--- config.mk ---
export PLATFORM = sky130hd
export DESIGN_NAME = cdi_bus_glue
export DESIGN_NICKNAME = d
export VERILOG_FILES = /design/src/hdl/cdi_bus_pkg.sv /design/src/hdl/chip_select_if.sv /design/src/hdl/cdi_bus_glue.sv /design/src/hdl/bus_response.sv /design/src/hdl/irq4_arbiter.sv /design/src/hdl/boot_rom.sv /design/src/hdl/bus_decode.sv
export SDC_FILE = /design/constraint.sdc
export NUM_CORES = 1
export LEC_CHECK = 0
export BUFFER_PORTS_ARGS = -buffer_cell sky130_fd_sc_hd__buf_2
export CAP_MARGIN = 10
export CORE_ASPECT_RATIO = 0.7
export CORE_MARGIN = 1.5
export CORE_UTILIZATION = 30
export DETAILED_ROUTE_END_ITERATION = 8
export GPL_ROUTABILITY_DRIVEN = 0
export PLACE_DENSITY = 0.83
export SLEW_MARGIN = 20
export SYNTH_ARGS = -nofsm -noshare
export SYNTH_HDL_FRONTEND = slang
export SYNTH_SLANG_ARGS = --single-unit
--- constraint.sdc ---
create_clock -name clk30 -period 1.59 [get_ports clk30]
set_input_delay 0.0795 -clock clk30 [delete_from_list [all_inputs] [get_ports clk30]]
set_output_delay 0.0795 -clock clk30 [all_outputs]
set_load 0.005 [all_outputs]
--- src/hdl/boot_rom.mem ---
// Boot ROM words in hex, eight per line, word index 0 first
4ff8 0400 41f9 0031 0000 7000 1080 4e71
0c28 0001 0002 66f8 41f9 0030 0000 3028
03fe 0240 0800 67f4 43f9 0004 0000 303c
07ff 22d8 51c8 fffc 4eb9 0004 0000 6000
fffe 2f3c 4344 2d69 2f3c 4150 5020 4e75
7201 e389 d241 3601 c6fc 0a5a 4843 9643
1e3c 00c3 b23c 0017 4e73 ff35 ff36 ff37
ff38 ff39 ff3a ff3b ff3c ff3d ff3e ff3f

--- src/hdl/cdi_bus_pkg.sv ---
`default_nettype none

package cdi_bus_pkg;

    // Bus widths
    localparam int ADDR_W = 24;
    localparam int WORD_W = 16;

    // CPU word address without bit 0, which the data strobes select
    typedef logic [ADDR_W-1:1] bus_addr_t;
    typedef logic [WORD_W-1:0] bus_word_t;

    // Who answers the current bus cycle
    typedef enum logic [2:0] {
        RESP_NONE,
        RESP_SLAVE,
        RESP_CDIC,
        RESP_MPEG,
        RESP_NVRAM,
        RESP_VIDEO,
        RESP_ROM
    } responder_e;

    // Owner of the shared level-4 interrupt line
    typedef enum logic [1:0] {
        OWNER_IDLE,
        OWNER_CDIC,
        OWNER_MPEG
    } irq_owner_e;

    // Video chip RAM below and above the peripheral hole
    localparam logic [ADDR_W-1:0] VIDEO_LOW_END    = 24'h27ffff;
    localparam logic [ADDR_W-1:0] VIDEO_HIGH_START = 24'h400000;

    // Peripheral pages as upper address bytes
    localparam logic [7:0] CDIC_PAGE  = 8'h30;
    localparam logic [7:0] SLAVE_PAGE = 8'h31;
    localparam logic [7:0] NVRAM_PAGE = 8'h32;

    // Digital video cartridge windows
    localparam logic [ADDR_W-1:0] MPEG_BASE         = 24'he00000;  // 256 KB
    localparam logic [ADDR_W-1:0] DVC_ROM_BASE      = 24'he40000;  // 256 KB
    localparam logic [ADDR_W-1:0] DVC_RAM_MPEG_BASE = 24'he80000;  // 512 KB
    localparam logic [ADDR_W-1:0] DVC_RAM_BASE      = 24'hd00000;  // 1 MB

    // Auto-play boot ROM
    localparam logic [ADDR_W-1:0] ROM_BASE = 24'hf00000;
    localparam logic [ADDR_W-1:0] ROM_LAST = 24'hf00068;

    // Unmapped regions with exclusive end addresses
    localparam logic [ADDR_W-1:0] ERR_AREA1_START = 24'h080000;
    localparam logic [ADDR_W-1:0] ERR_AREA1_END   = 24'h200000;
    localparam logic [ADDR_W-1:0] ERR_AREA2_START = 24'h500000;
    localparam logic [ADDR_W-1:0] ERR_AREA2_END   = 24'hd00000;
    localparam logic [ADDR_W-1:0] ERR_ABOVE_ROM   = 24'hf10000;

    localparam int    ROM_DEPTH   = 64;
    localparam int    ROM_INDEX_W = 6;
    localparam string ROM_FILE    = "/design/src/hdl/boot_rom.mem";

endpackage

`default_nettype wire
--- src/hdl/chip_select_if.sv ---
`timescale 1ns/1ps
`default_nettype none

interface chip_select_if;
    import cdi_bus_pkg::*;

    logic       video;
    logic       dvc_ram;
    logic       dvc_rom;
    logic       mpeg;
    logic       cdic;
    logic       slave;
    logic       nvram;
    logic       rom;
    responder_e responder_sel;

    modport decoder (
        output video, dvc_ram, dvc_rom, mpeg, cdic, slave, nvram, rom, responder_sel
    );

    modport responder (
        input video, dvc_ram, dvc_rom, mpeg, cdic, slave, nvram, rom, responder_sel
    );

endinterface

`default_nettype wire

--- src/hdl/cdi_bus_glue.sv ---
`timescale 1ns/1ps
`default_nettype none

module cdi_bus_glue (
    input  logic                   clk30,
    input  logic                   reset,
    input  logic                   slave_reset,

    // CPU bus
    input  cdi_bus_pkg::bus_addr_t addr,
    input  logic                   as,
    input  logic                   uds,
    input  logic                   lds,
    input  logic                   iack4,
    output cdi_bus_pkg::bus_word_t data_in,
    output logic                   bus_ack,
    output logic                   bus_err,

    // Configuration
    input  logic                   mpeg_ram_enabled,
    input  logic                   cd_img_mounted,
    input  logic                   config_auto_play,
    input  logic                   audio_cd_in_tray,
    output logic                   rom_enabled,

    // Peripheral responses
    input  logic [7:0]             slave_data,
    input  logic [7:0]             nvram_data,
    input  cdi_bus_pkg::bus_word_t cdic_data,
    input  cdi_bus_pkg::bus_word_t mpeg_data,
    input  cdi_bus_pkg::bus_word_t video_data,
    input  logic                   cdic_ack,
    input  logic                   mpeg_ack,
    input  logic                   nvram_ack,
    input  logic                   video_ack,
    input  logic                   slave_dtack,

    // Interrupts
    input  logic                   cdic_intreq,
    input  logic                   mpeg_intreq,
    output logic                   irq4,
    output logic                   cdic_intack,
    output logic                   mpeg_intack,
    output logic                   slave_irq,

    // Chip selects
    output logic                   cs_video,
    output logic                   cs_dvc_ram,
    output logic                   cs_dvc_rom,
    output logic                   cs_mpeg,
    output logic                   cs_cdic,
    output logic                   cs_slave,
    output logic                   cs_nvram,
    output logic                   cs_rom
);
    import cdi_bus_pkg::*;

    logic      sys_reset;
    bus_word_t rom_data;
    logic      rom_ack;

    chip_select_if cs_bus ();

    // The slave can reset the whole machine through its port pin
    assign sys_reset = reset || slave_reset;

    bus_decode u_decode (
        .addr            (addr),
        .as              (as),
        .uds             (uds),
        .lds             (lds),
        .rom_enabled     (rom_enabled),
        .mpeg_ram_enabled(mpeg_ram_enabled),
        .cs              (cs_bus.decoder),
        .bus_err         (bus_err)
    );

    boot_rom u_boot_rom (
        .clk30           (clk30),
        .reset           (reset),
        .slave_reset     (slave_reset),
        .cd_img_mounted  (cd_img_mounted),
        .config_auto_play(config_auto_play),
        .audio_cd_in_tray(audio_cd_in_tray),
        .addr            (addr),
        .cs              (cs_bus.responder),
        .rom_enabled     (rom_enabled),
        .rom_data        (rom_data),
        .rom_ack         (rom_ack)
    );

    irq4_arbiter u_irq4_arbiter (
        .clk30      (clk30),
        .reset      (sys_reset),
        .cdic_intreq(cdic_intreq),
        .mpeg_intreq(mpeg_intreq),
        .iack4      (iack4),
        .irq4       (irq4),
        .cdic_intack(cdic_intack),
        .mpeg_intack(mpeg_intack)
    );

    bus_response u_response (
        .clk30      (clk30),
        .reset      (sys_reset),
        .cs         (cs_bus.responder),
        .slave_data (slave_data),
        .nvram_data (nvram_data),
        .cdic_data  (cdic_data),
        .mpeg_data  (mpeg_data),
        .video_data (video_data),
        .rom_data   (rom_data),
        .cdic_ack   (cdic_ack),
        .mpeg_ack   (mpeg_ack),
        .nvram_ack  (nvram_ack),
        .video_ack  (video_ack),
        .rom_ack    (rom_ack),
        .slave_dtack(slave_dtack),
        .cdic_intack(cdic_intack),
        .mpeg_intack(mpeg_intack),
        .data_in    (data_in),
        .bus_ack    (bus_ack),
        .slave_irq  (slave_irq)
    );

    assign cs_video   = cs_bus.video;
    assign cs_dvc_ram = cs_bus.dvc_ram;
    assign cs_dvc_rom = cs_bus.dvc_rom;
    assign cs_mpeg    = cs_bus.mpeg;
    assign cs_cdic    = cs_bus.cdic;
    assign cs_slave   = cs_bus.slave;
    assign cs_nvram   = cs_bus.nvram;
    assign cs_rom     = cs_bus.rom;

endmodule

`default_nettype wire

--- src/hdl/bus_response.sv ---
`timescale 1ns/1ps
`default_nettype none

module bus_response (
    input  logic                   clk30,
    input  logic                   reset,
    chip_select_if.responder       cs,
    input  logic [7:0]             slave_data,
    input  logic [7:0]             nvram_data,
    input  cdi_bus_pkg::bus_word_t cdic_data,
    input  cdi_bus_pkg::bus_word_t mpeg_data,
    input  cdi_bus_pkg::bus_word_t video_data,
    input  cdi_bus_pkg::bus_word_t rom_data,
    input  logic                   cdic_ack,
    input  logic                   mpeg_ack,
    input  logic                   nvram_ack,
    input  logic                   video_ack,
    input  logic                   rom_ack,
    input  logic                   slave_dtack,
    input  logic                   cdic_intack,
    input  logic                   mpeg_intack,
    output cdi_bus_pkg::bus_word_t data_in,
    output logic                   bus_ack,
    output logic                   slave_irq
);
    import cdi_bus_pkg::*;

    logic slave_dtack_q;
    logic slave_sel_q;
    logic slave_ack;

    // History for the slave handshake edges
    always_ff @(posedge clk30) begin
        if (reset) begin
            slave_dtack_q <= 1'b0;
            slave_sel_q   <= 1'b0;
        end else begin
            slave_dtack_q <= slave_dtack;
            slave_sel_q   <= cs.slave;
        end
    end

    // The slave raises its ack level by port bit, so only the edge counts
    assign slave_ack = slave_dtack && !slave_dtack_q;

    // Wake the slave on the first cycle of each access
    assign slave_irq = cs.slave && !slave_sel_q;

    always_comb begin
        // Unmapped cycles finish immediately
        data_in = '0;
        bus_ack = 1'b1;

        case (cs.responder_sel)
            RESP_SLAVE: begin
                data_in = {slave_data, slave_data};
                bus_ack = slave_ack;
            end
            RESP_CDIC: begin
                data_in = cdic_data;
                bus_ack = cdic_ack;
            end
            RESP_MPEG: begin
                data_in = mpeg_data;
                bus_ack = mpeg_ack;
            end
            RESP_NVRAM: begin
                data_in = {nvram_data, nvram_data};
                bus_ack = nvram_ack;
            end
            RESP_VIDEO: begin
                data_in = video_data;
                bus_ack = video_ack;
            end
            RESP_ROM: begin
                data_in = rom_data;
                bus_ack = rom_ack;
            end
            default: begin
                data_in = '0;
                bus_ack = 1'b1;
            end
        endcase

        // Interrupt vector fetch overrides the address decode
        if (cdic_intack) begin
            data_in = cdic_data;
            bus_ack = 1'b1;
        end

        if (mpeg_intack) begin
            data_in = mpeg_data;
            bus_ack = 1'b1;
        end
    end

endmodule

`default_nettype wire

--- src/hdl/irq4_arbiter.sv ---
`timescale 1ns/1ps
`default_nettype none

module irq4_arbiter (
    input  logic clk30,
    input  logic reset,
    input  logic cdic_intreq,
    input  logic mpeg_intreq,
    input  logic iack4,
    output logic irq4,
    output logic cdic_intack,
    output logic mpeg_intack
);
    import cdi_bus_pkg::*;

    irq_owner_e owner;

    // Set-reset latch of the level-4 line that the first requester keeps
    always_ff @(posedge clk30) begin
        if (reset) begin
            owner <= OWNER_IDLE;
        end else begin
            case (owner)
                OWNER_CDIC: begin
                    if (!cdic_intreq)
                        owner <= OWNER_IDLE;
                end
                OWNER_MPEG: begin
                    if (!mpeg_intreq)
                        owner <= OWNER_IDLE;
                end
                default: begin
                    // MPEG wins a tie
                    if (mpeg_intreq)
                        owner <= OWNER_MPEG;
                    else if (cdic_intreq)
                        owner <= OWNER_CDIC;
                end
            endcase
        end
    end

    assign irq4 = ((owner == OWNER_CDIC) && cdic_intreq)
                  || ((owner == OWNER_MPEG) && mpeg_intreq);

    // Vector fetch goes to whoever holds the line
    assign cdic_intack = iack4 && (owner == OWNER_CDIC);
    assign mpeg_intack = iack4 && (owner == OWNER_MPEG);

    a_intack_excl: assert property (
        @(posedge clk30) disable iff (reset) !(cdic_intack && mpeg_intack)
    );

endmodule

`default_nettype wire

--- src/hdl/boot_rom.sv ---
`timescale 1ns/1ps
`default_nettype none

module boot_rom (
    input  logic                   clk30,
    input  logic                   reset,
    input  logic                   slave_reset,
    input  logic                   cd_img_mounted,
    input  logic                   config_auto_play,
    input  logic                   audio_cd_in_tray,
    input  cdi_bus_pkg::bus_addr_t addr,
    chip_select_if.responder       cs,
    output logic                   rom_enabled,
    output cdi_bus_pkg::bus_word_t rom_data,
    output logic                   rom_ack
);
    import cdi_bus_pkg::*;

    bus_word_t rom_mem [ROM_DEPTH];
    logic      last_reset_by_slave;

    initial begin
        $readmemh(ROM_FILE, rom_mem);
    end

    // Quitting to the shell goes through a slave reset, so remember it
    always_ff @(posedge clk30) begin
        if (reset) begin
            last_reset_by_slave <= 1'b0;
        end else if (slave_reset) begin
            last_reset_by_slave <= 1'b1;
        end
    end

    // Auto-play only for a mounted CD-i image after a clean reset
    assign rom_enabled = cd_img_mounted && config_auto_play && !audio_cd_in_tray
                         && !last_reset_by_slave;

    always_ff @(posedge clk30) begin
        rom_data <= rom_mem[addr[ROM_INDEX_W:1]];
    end

    // Ack drops for a cycle between words so the CPU sees a fresh edge
    always_ff @(posedge clk30) begin
        rom_ack <= !(reset || slave_reset) && cs.rom && !rom_ack;
    end

    a_ack_pulse: assert property (@(posedge clk30) rom_ack |=> !rom_ack);

endmodule

`default_nettype wire

--- src/hdl/bus_decode.sv ---
`timescale 1ns/1ps
`default_nettype none

module bus_decode (
    input  cdi_bus_pkg::bus_addr_t addr,
    input  logic                   as,
    input  logic                   uds,
    input  logic                   lds,
    input  logic                   rom_enabled,
    input  logic                   mpeg_ram_enabled,
    chip_select_if.decoder         cs,
    output logic                   bus_err
);
    import cdi_bus_pkg::*;

    logic [ADDR_W-1:0] addr_byte;
    logic              mpeg_ram_window;
    logic              err_region;

    assign addr_byte = {addr, 1'b0};

    // The MPEG RAM window sits inside the cartridge RAM decode
    assign mpeg_ram_window = addr_byte[23:19] == DVC_RAM_MPEG_BASE[23:19];

    // Video chip owns RAM, but never the upper half of the map
    assign cs.video   = ((addr_byte <= VIDEO_LOW_END) || (addr_byte >= VIDEO_HIGH_START))
                        && !addr[23] && as;
    assign cs.dvc_ram = ((addr_byte[23:20] == DVC_RAM_BASE[23:20]) || mpeg_ram_window) && as;
    assign cs.dvc_rom = (addr_byte[23:18] == DVC_ROM_BASE[23:18]) && as;
    assign cs.mpeg    = (addr_byte[23:18] == MPEG_BASE[23:18]) && as;
    assign cs.cdic    = (addr_byte[23:16] == CDIC_PAGE) && as;
    assign cs.slave   = (addr_byte[23:16] == SLAVE_PAGE) && as;
    assign cs.nvram   = (addr_byte[23:16] == NVRAM_PAGE) && as;
    assign cs.rom     = (addr_byte >= ROM_BASE) && (addr_byte <= ROM_LAST)
                        && rom_enabled && as;

    // Responder priority for the read data path
    always_comb begin
        if (cs.slave) begin
            cs.responder_sel = RESP_SLAVE;
        end else if (cs.cdic) begin
            cs.responder_sel = RESP_CDIC;
        end else if (cs.mpeg) begin
            cs.responder_sel = RESP_MPEG;
        end else if (cs.nvram) begin
            cs.responder_sel = RESP_NVRAM;
        end else if (cs.video || cs.dvc_ram || cs.dvc_rom) begin
            cs.responder_sel = RESP_VIDEO;
        end else if (cs.rom) begin
            cs.responder_sel = RESP_ROM;
        end else begin
            cs.responder_sel = RESP_NONE;
        end
    end

    always_comb begin
        err_region = 1'b0;
        if (addr_byte >= ERR_AREA1_START && addr_byte < ERR_AREA1_END)
            err_region = 1'b1;
        if (addr_byte >= ERR_AREA2_START && addr_byte < ERR_AREA2_END)
            err_region = 1'b1;
        if (addr_byte >= ERR_ABOVE_ROM)
            err_region = 1'b1;
        // ROM area is unmapped when auto-play is off
        if (addr_byte >= ROM_BASE && !rom_enabled)
            err_region = 1'b1;
        // MPEG RAM stays locked until the cartridge opens it
        if (mpeg_ram_window && !mpeg_ram_enabled)
            err_region = 1'b1;
    end

    assign bus_err = err_region && as && (uds || lds);

    // Peripheral pages never overlap
    always_comb begin
        a_page_onehot: assert final ($onehot0({cs.cdic, cs.slave, cs.nvram}));
    end

endmodule

`default_nettype wire

# Word-level counts from Yosys, hierarchy flattened

Cells that the tools add are included.

Flip-flop bits (word level): 22
Bits in latches: 0
Bits in writable memories: 0
ROM bits: 0
Output and inout port bits: 31
Memories kept: 0

Add/subtract/negate cells: 0
$mul: 0
Divide/modulo/power cells: 0
$lt $le $gt $ge: 9
Eq/ne operators: 17
Shift-type cells: 0
Muxes and demuxes: 22
Bitwise gates (word level): 0
Reductions and logical operators: 46

Operators with widths:

| cell                   | number |
|---|---|
| $pmux W16 S6           | 1 |
| $ge A24 B23 Y1 const B | 2 |
| $ge A24 B24 Y1 const B | 2 |
| $mux W16               | 2 |
| $logic_and A1 B1 Y1    | 28 |
| $eq A8 B6 Y1 const B   | 3 |
| $ge A24 B20 Y1 const B | 1 |
| $le A24 B22 Y1 const B | 1 |
| $le A24 B24 Y1 const B | 1 |
| $lt A24 B22 Y1 const B | 1 |
| $lt A24 B24 Y1 const B | 1 |
| $mux W3                | 6 |
| $eq A6 B6 Y1 const B   | 2 |
| $eq A3 B3 Y1 const B   | 3 |
| $logic_not A1 Y1       | 9 |
| $mux W2                | 4 |
| $logic_or A1 B1 Y1     | 7 |
| $mux W1                | 7 |
| $eq A3 B2 Y1 const B   | 2 |
| $pmux W1 S6            | 1 |
| $eq A5 B5 Y1 const B   | 1 |
| $eq A4 B4 Y1 const B   | 1 |
| $ne A2 B2 Y1 const B   | 2 |
| $pmux W2 S2            | 1 |
| other kinds (5)        | 5 |

# Logic depth before layout (Yosys ltp)

Gate-level depths: netlist of run 1.

Depth in word-level cells: 15
Mapped depth: 7

# Modules after synthesis

From an unflattened synthesis of run 1, not the netlist that was laid out.

Cell total of the unflattened synthesis: 260
Area total of the unflattened synthesis: 1,949.4 µm²

By module, submodules not included:

| module       | times used | cells each | area an instance (µm²) | sequential area each (µm²) |
|---|---|---|---|---|
| bus_response | 1          | 179        | 1,292.5                | 40.0 |
| bus_decode   | 1          | 40         | 299.0                  | 0.0 |
| boot_rom     | 1          | 22         | 201.4                  | 40.0 |
| irq4_arbiter | 1          | 18         | 150.1                  | 40.0 |
| cdi_bus_glue | 1          | 1          | 6.3                    | 0.0 |

# Worst setup path before layout of run 1

No wires, ideal clock.

Kind: register to output
From: register u_irq4_arbiter.owner[0]
To: output data_in[10]
Arrival time: 1,598 ps
Data required time: 1,510 ps
Setup slack: -88 ps
Cell stages (with the launch flop): 8
Cells stage by stage: dfxtp_1 > inv_1 > ha_1 > o21ai_0 > nand3_1 > clkbuf_1 > o2bb2ai_1 > a221o_1

Cells in the longest elaborated chain, start to end: 4
Elaborated cells between the ends (all ways): 6
Those cells by class: eq/ne (2); mux (2); reduce/logical (2)

RTL lines:

| element                | line               | text |
|---|---|---|
| start, declared        | irq4_arbiter.sv:16 | `irq_owner_e owner;` |
| start signal, assigned | irq4_arbiter.sv:21 | `owner <= OWNER_IDLE;` |
| start signal, assigned | irq4_arbiter.sv:26 | `owner <= OWNER_IDLE;` |
| start signal, assigned | irq4_arbiter.sv:30 | `owner <= OWNER_IDLE;` |
| $eq A2 B1 Y1           | irq4_arbiter.sv:47 | `assign cdic_intack = iack4 && (owner == OWNER_CDIC);` |
| $logic_and A1 B1 Y1    | irq4_arbiter.sv:47 |  |
| $mux W16               | bus_response.sv:86 | `if (cdic_intack) begin` |
| $mux W16 *             | bus_response.sv:91 | `if (mpeg_intack) begin` |
| end, declared          | cdi_bus_glue.sv:15 | `output cdi_bus_pkg::bus_word_t data_in,` |

Mark *: on every way between the ends. The rest lies on a longest branch, timed or not.

# Final worst setup path of run 1

From: register u_irq4_arbiter.owner[1]
To: output data_in[11]

The elaborated chain is that of the path after synthesis.

==> reports/results.tsv, run 1 <==
metric	value	unit
fillers	301	
leakage	0.00121	uW
synth_compound_area_share	54.2	%
grt_max_degree	17	
avgSynthCellArea	7.89	um2
worstPathArrival	1860	ps
ant_nets	0	
ir_drop	0.461	mV
grt_pass1_vias	1587	
synth-seq-cells	6	
status	complete, but fails checks	
synth_edf_count	0	
muxShareOfSynthArea	0	%
drc	0	
grt_usage	21.9	%
initial_utilization	31.2	%
antenna_found_initial	0	
hp-class	in -> reg	
io_pins	136	
multi_input_area	1070	um2
holdPathStages	2	
setup-tns-final	-5040	ps
violations	setup timing	
ctsHoldBuffers	0	
critPathLaunchType	flip-flop	
synthTopCellsByCount	16 x a221o_1, 16 x o2bb2ai_1, 10 x inv_1	
finalWirelength	5010	um
drv_slew	0	
worst_pin_slew	770	ps
yosysTopAreaCellShare	14.6	%
clockRootBuffer	clkbuf_8	
areaGrowthSynthToFinish	112	%
grt.busiest_layer	met2	
setup_ws	-346	ps
vias	1833	
drtIter0Drc	69	
syn_nets	246	
cts_sinks	6	
ys_warn_count	0	
dieArea	4030	um2
avgViaCountPerCell	5.19	
timing.final.crit_share	122	%
required	1510	ps
r2r_slack	90	ps
io_buffers	135	
grt_pass1_wl	6780	um
drive_above_1_share	69.3	%
syn_area	1100	um2
overflow	0	
rsz0062_at_grt	yes	
yosysTopAreaCell	a221o_1	
met1_usage	26.0	%
synthXorXnorAreaFrac	0	%
fin_skew	2.96	ps
clkLatencyLatePin	220	ps
num-nets-final	412	
clockBufferDepth	2	
regArea	124	um2
cts-buffers-inserted	3	
hold_violations	0	
fp.dieH	53.6	um
n_antenna_cell	0	
place_inst	343	
synth_top_family_by_area	compound AO/OA/AOI/OAI gates	
reg2reg_depth	6	
setup_viol	18	
synthSimpleGateAreaFrac	24.1	%
cts_htree_levels	1	
synth_area_leaders	a221o_1 15%, o2bb2ai_1 13%, dfxtp_1 11%	
min_period	1940	ps
row_count	18	
seq_area_frac_synth	11.0	%
dp_hpwl	3890	um
async_reset_ff_share	0	%
syn-instance-count	139	
max-slew-margin-rel	48.6	%
drt-pass1-iter-count	4	
worst-setup-path-type	reg -> out	
use_met2	41.4	%
maxCapViolCount	0	
final_cells	353	
routedWlPerCell	14.2	um
crit_path_end_kind	primary output	
ys.flop_type	dfxtp_1	
die_w	75.2	um
max_freq	517	MHz
cts_tree	built	
yosys.area_share.adder	2.28	%
synthDistinctLibCells	45	
worstPathMaxFanout	8	
core_area	3510	um2
grtUsageMet3	3.00	%
powerDensity	362	nW/um2
clkTransAtPathRegs	40	ps
## final cells by class
class / instances / share of cell area, %
Timing Repair Buffer: 170 / 42.2
Sequential cell: 6 / 5.34
Tap cell: 50 / 2.70
Multi-Input combinational cell: 113 / 46.2
Clock buffer: 3 / 1.78
Inverter: 11 / 1.78
## layer usage
layer,wire [um],share of wire [%]
met3,272,5.4
met4,25,0.50
met5,0,0
met1,2130,43
met2,2580,52
## cell usage in the layout (no fill, tap or decap), types with 2 or more instances in the layout
cell type / n
a21oi_1: 3
a221o_1: 16
a22oi_1: 9
a31oi_1: 2
a32oi_1: 2
and4_1: 2
buf_2: 135
buf_4: 30
buf_6: 3
clkbuf_8: 3
dfxtp_1: 3
dfxtp_2: 3
inv_1: 9
inv_2: 2
nand2_1: 4
nand2b_1: 2
nand3_1: 4
nor2_1: 8
nor2b_1: 3
nor3_1: 4
nor3b_2: 2
o211a_1: 2
o211ai_1: 2
o21ai_0: 5
o2bb2ai_2: 14
o2bb2ai_4: 2
## final timing paths
| check | from | to |
|---|---|---|
| worst min-delay path | reset | u_boot_rom.last_reset_by_slave |
| worst min register to register | u_boot_rom.last_reset_by_slave | u_boot_rom.last_reset_by_slave |
| worst max register to register | u_boot_rom.last_reset_by_slave | u_boot_rom.rom_ack |
| worst max-delay path | u_irq4_arbiter.owner[1] | data_in[11] |
## kinds of logic (layout without fill, tap and decap cells)
| family | Yosys count | after routing |
|---|---|---|
| AO/OA/AOI/OAI | 67 | 67 |
| AND/OR/NAND/NOR | 44 | 44 |
| buffers and inverters | 20 | 184 |
| flip-flops | 6 | 6 |
| adder cells (fa/ha/maj) | 2 | 2 |
## metrics by stage
| stage | total power [uW] | hold WS (ps) | utilization, % | worst slack (ps) | area (um2) |
|---|---|---|---|---|---|
| 6_report | 840 | 98.6 | 66.0 | -346 | 2320 |
| 5_1_grt | 896 | 116 | 66.0 | -411 | 2320 |
| 4_1_cts | 831 | 98.6 | 64.9 | -389 | 2280 |
| 3_5_place_dp | 559 | 328 | 56.7 | -481 | 1990 |
| 3_3_place_gp | 550 | 321 | 56.7 | -384 | 1990 |
| 2_1_floorplan | 325 | 152 | - | 10.0 | 1100 |
## state kept, by name, summed over array words and instances (netlist names)
signal and flops:
u_response.slave_dtack_q 1, u_irq4_arbiter.owner 2, u_boot_rom.last_reset_by_slave 1, u_boot_rom.rom_ack 1, u_response.slave_sel_q 1
## report_power, final
| part | total (uW) | internal [uW] | switching (uW) |
|---|---|---|---|
| Sequential | 162 | 157 | 4.17 |
| Clock | 229 | 163 | 66.3 |
| Combinational | 449 | 252 | 198 |
## worst max-delay path: stages (launching register included)
cell       delay (ps)
dfxtp_2           340
inv_2              50
ha_4              150
and2_4            140
buf_6             110
o31ai_4           260
clkbuf_16         230
o2bb2ai_4         110
a221o_1           130
buf_2             110
## repair_timing
action,4_1_cts,5_1_grt
pin swaps,6,10
endpoints found under the setup margin,18,21
resized for setup,29,12
setup buffers,7,1
cloned,1,0
Power figures use the tool's default switching activity.
==> run 2: changes to the inputs <==
Settings changed: REMOVE_ABC_BUFFERS from default to 1.
==> reports/results.tsv, run 2 (synthesis gave the netlist of run 1 again) <==
metric	value	unit	change
status	complete, but fails checks		
violations	setup timing		
clockBufferDepth	2		unchanged
hp-class	in -> reg		
maxCapViolCount	0		unchanged
layout_commonest_cell	buf_2		
drt-pass1-iter-count	4		unchanged
layout_common_cells	135 x buf_2, 34 x buf_4, 16 x a221o_1		
clkLatencyLatePin	220	ps	about the same
largest_reg_flops	2		unchanged
grt_max_degree	17		unchanged
ir_drop	0.373	mV	-19%
drv_slew	0		unchanged
min_period	1900	ps	-36.8 ps
core_area	3510	um2	unchanged
num-nets-final	415		+0.73%
clockRootBuffer	clkbuf_8		
hold_violations	0		unchanged
n_antenna_cell	0		unchanged
worst_pin_slew	372	ps	-398 ps
worst-setup-path-type	reg -> out		
fin_skew	0.0906	ps	-2.87 ps
setup_ws	-309	ps	+36.8 ps
timing.final.crit_share	119	%	-2.3 points
worstPathMaxFanout	8		unchanged
cts_tree	built		
holdWs	108	ps	+9.36 ps
max_freq	527	MHz	+1.9%
ctsHoldBuffers	0		unchanged
row_count	18		unchanged
fp.dieH	53.6	um	unchanged
avgViaCountPerCell	5.20		+0.19%
grt_pass1_wl	6930	um	+2.3%
io_buffers	135		unchanged
ant_nets	0		unchanged
worstPathArrival	1820	ps	-40 ps
drive_above_1_share	65.7	%	-3.6 points
powerDensity	365	nW/um2	+0.82%
critPathLaunchType	flip-flop		
required	1510	ps	about the same
dieArea	4030	um2	unchanged
initial_utilization	31.2	%	unchanged
setup_viol	19		+1
fillers	337		+12%
max-slew-margin-rel	74.5	%	+26 points
utilization	64.5	%	-1.6 points
die_w	75.2	um	unchanged
dp_hpwl	4020	um	+3.2%
io_pins	136		unchanged
vias	1852		+1.0%
grt_pass1_vias	1557		-1.9%
leakage	0.00119	uW	-1.9%
cts_htree_levels	1		unchanged
clkTransAtPathRegs	40	ps	about the same
finalWirelength	5140	um	+2.6%
drtIter0Drc	92		+33%
overflow	0		unchanged
cts_sinks	6		unchanged
rsz0062_at_grt	yes		
cts-buffers-inserted	3		unchanged
grt_usage	22.8	%	+0.89 points
antenna_found_initial	0		unchanged
routedWlPerCell	14.4	um	+1.8%
areaGrowthSynthToFinish	107	%	
drc	0		unchanged
crit_path_end_kind	primary output		
largest-register	u_irq4_arbiter.owner		
run 2: cell types whose count changed in the layout (fill, tap and decap cells not counted), sizes merged:
cell / before / now
nor2: 9 / 10
buf: 169 / 171
run 2: power by group:
group	switching [uW]	total (uW)	internal, uW
clock network	63.4	226	162
logic	191	441	250
registers	3.20	159	156
total	258	827	569
run 2: layout make-up:
type	instances	area, um2	area share (%)
Inverter	11	41.3	1.82
Tap cell	50	62.6	2.76
Timing Repair Buffer	172	987	43.6
Multi-Input combinational cell	114	1010	44.4
Clock buffer	3	41.3	1.82
Sequential cell	6	126	5.58
run 2: worst paths after layout:
check,startpoint,to,slack [ps],cells past startpoint
setup reg to reg,u_boot_rom.last_reset_by_slave,u_boot_rom.rom_ack,-40,6
hold reg to reg,u_boot_rom.last_reset_by_slave,u_boot_rom.last_reset_by_slave,460,2
setup / recovery,u_irq4_arbiter.owner[1],data_in[5],-310,8
hold / removal,reset,u_boot_rom.last_reset_by_slave,110,2
run 2: metrics by stage:
stage          power [uW]  setup slack (ps)  area, um2  instances  TNS, ps
6_report              827              -309       2260        356    -4750
5_1_grt               897              -371       2260        356    -6170
4_1_cts               817              -401       2160        352    -6020
3_5_place_dp          565              -492       2010        345    -7200
3_3_place_gp          553              -427       2010        345    -6050
2_1_floorplan         308              -102       1040        130    -1620
run 2: layer usage:
layer | routed length (um) | up-vias | track usage (%) | share of wire, %
met4 | 63 | 0 | 8.04 | 1.2
met1 | 2150 | 850 | 28.7 | 42
met3 | 314 | 8 | 1.87 | 6.1
li1 | - | 923 | - | -
met5 | 0 | - | 0 | 0
met2 | 2620 | 71 | 41.3 | 51
run 2: critical path, cell delays in order, from the launching register on:
cell	delay [ps]
dfxtp_2	320
inv_2	40
ha_4	150
and2_4	130
buf_4	140
a31oi_4	240
nor2_4	110
a221o_1	330
buf_2	130
run 2: what timing repair did:
item,4_1_cts,5_1_grt
buffers inserted,3,3
endpoints found under the setup margin,19,18
pin swaps,2,9
gates cloned,1,1
resized for setup,14,15
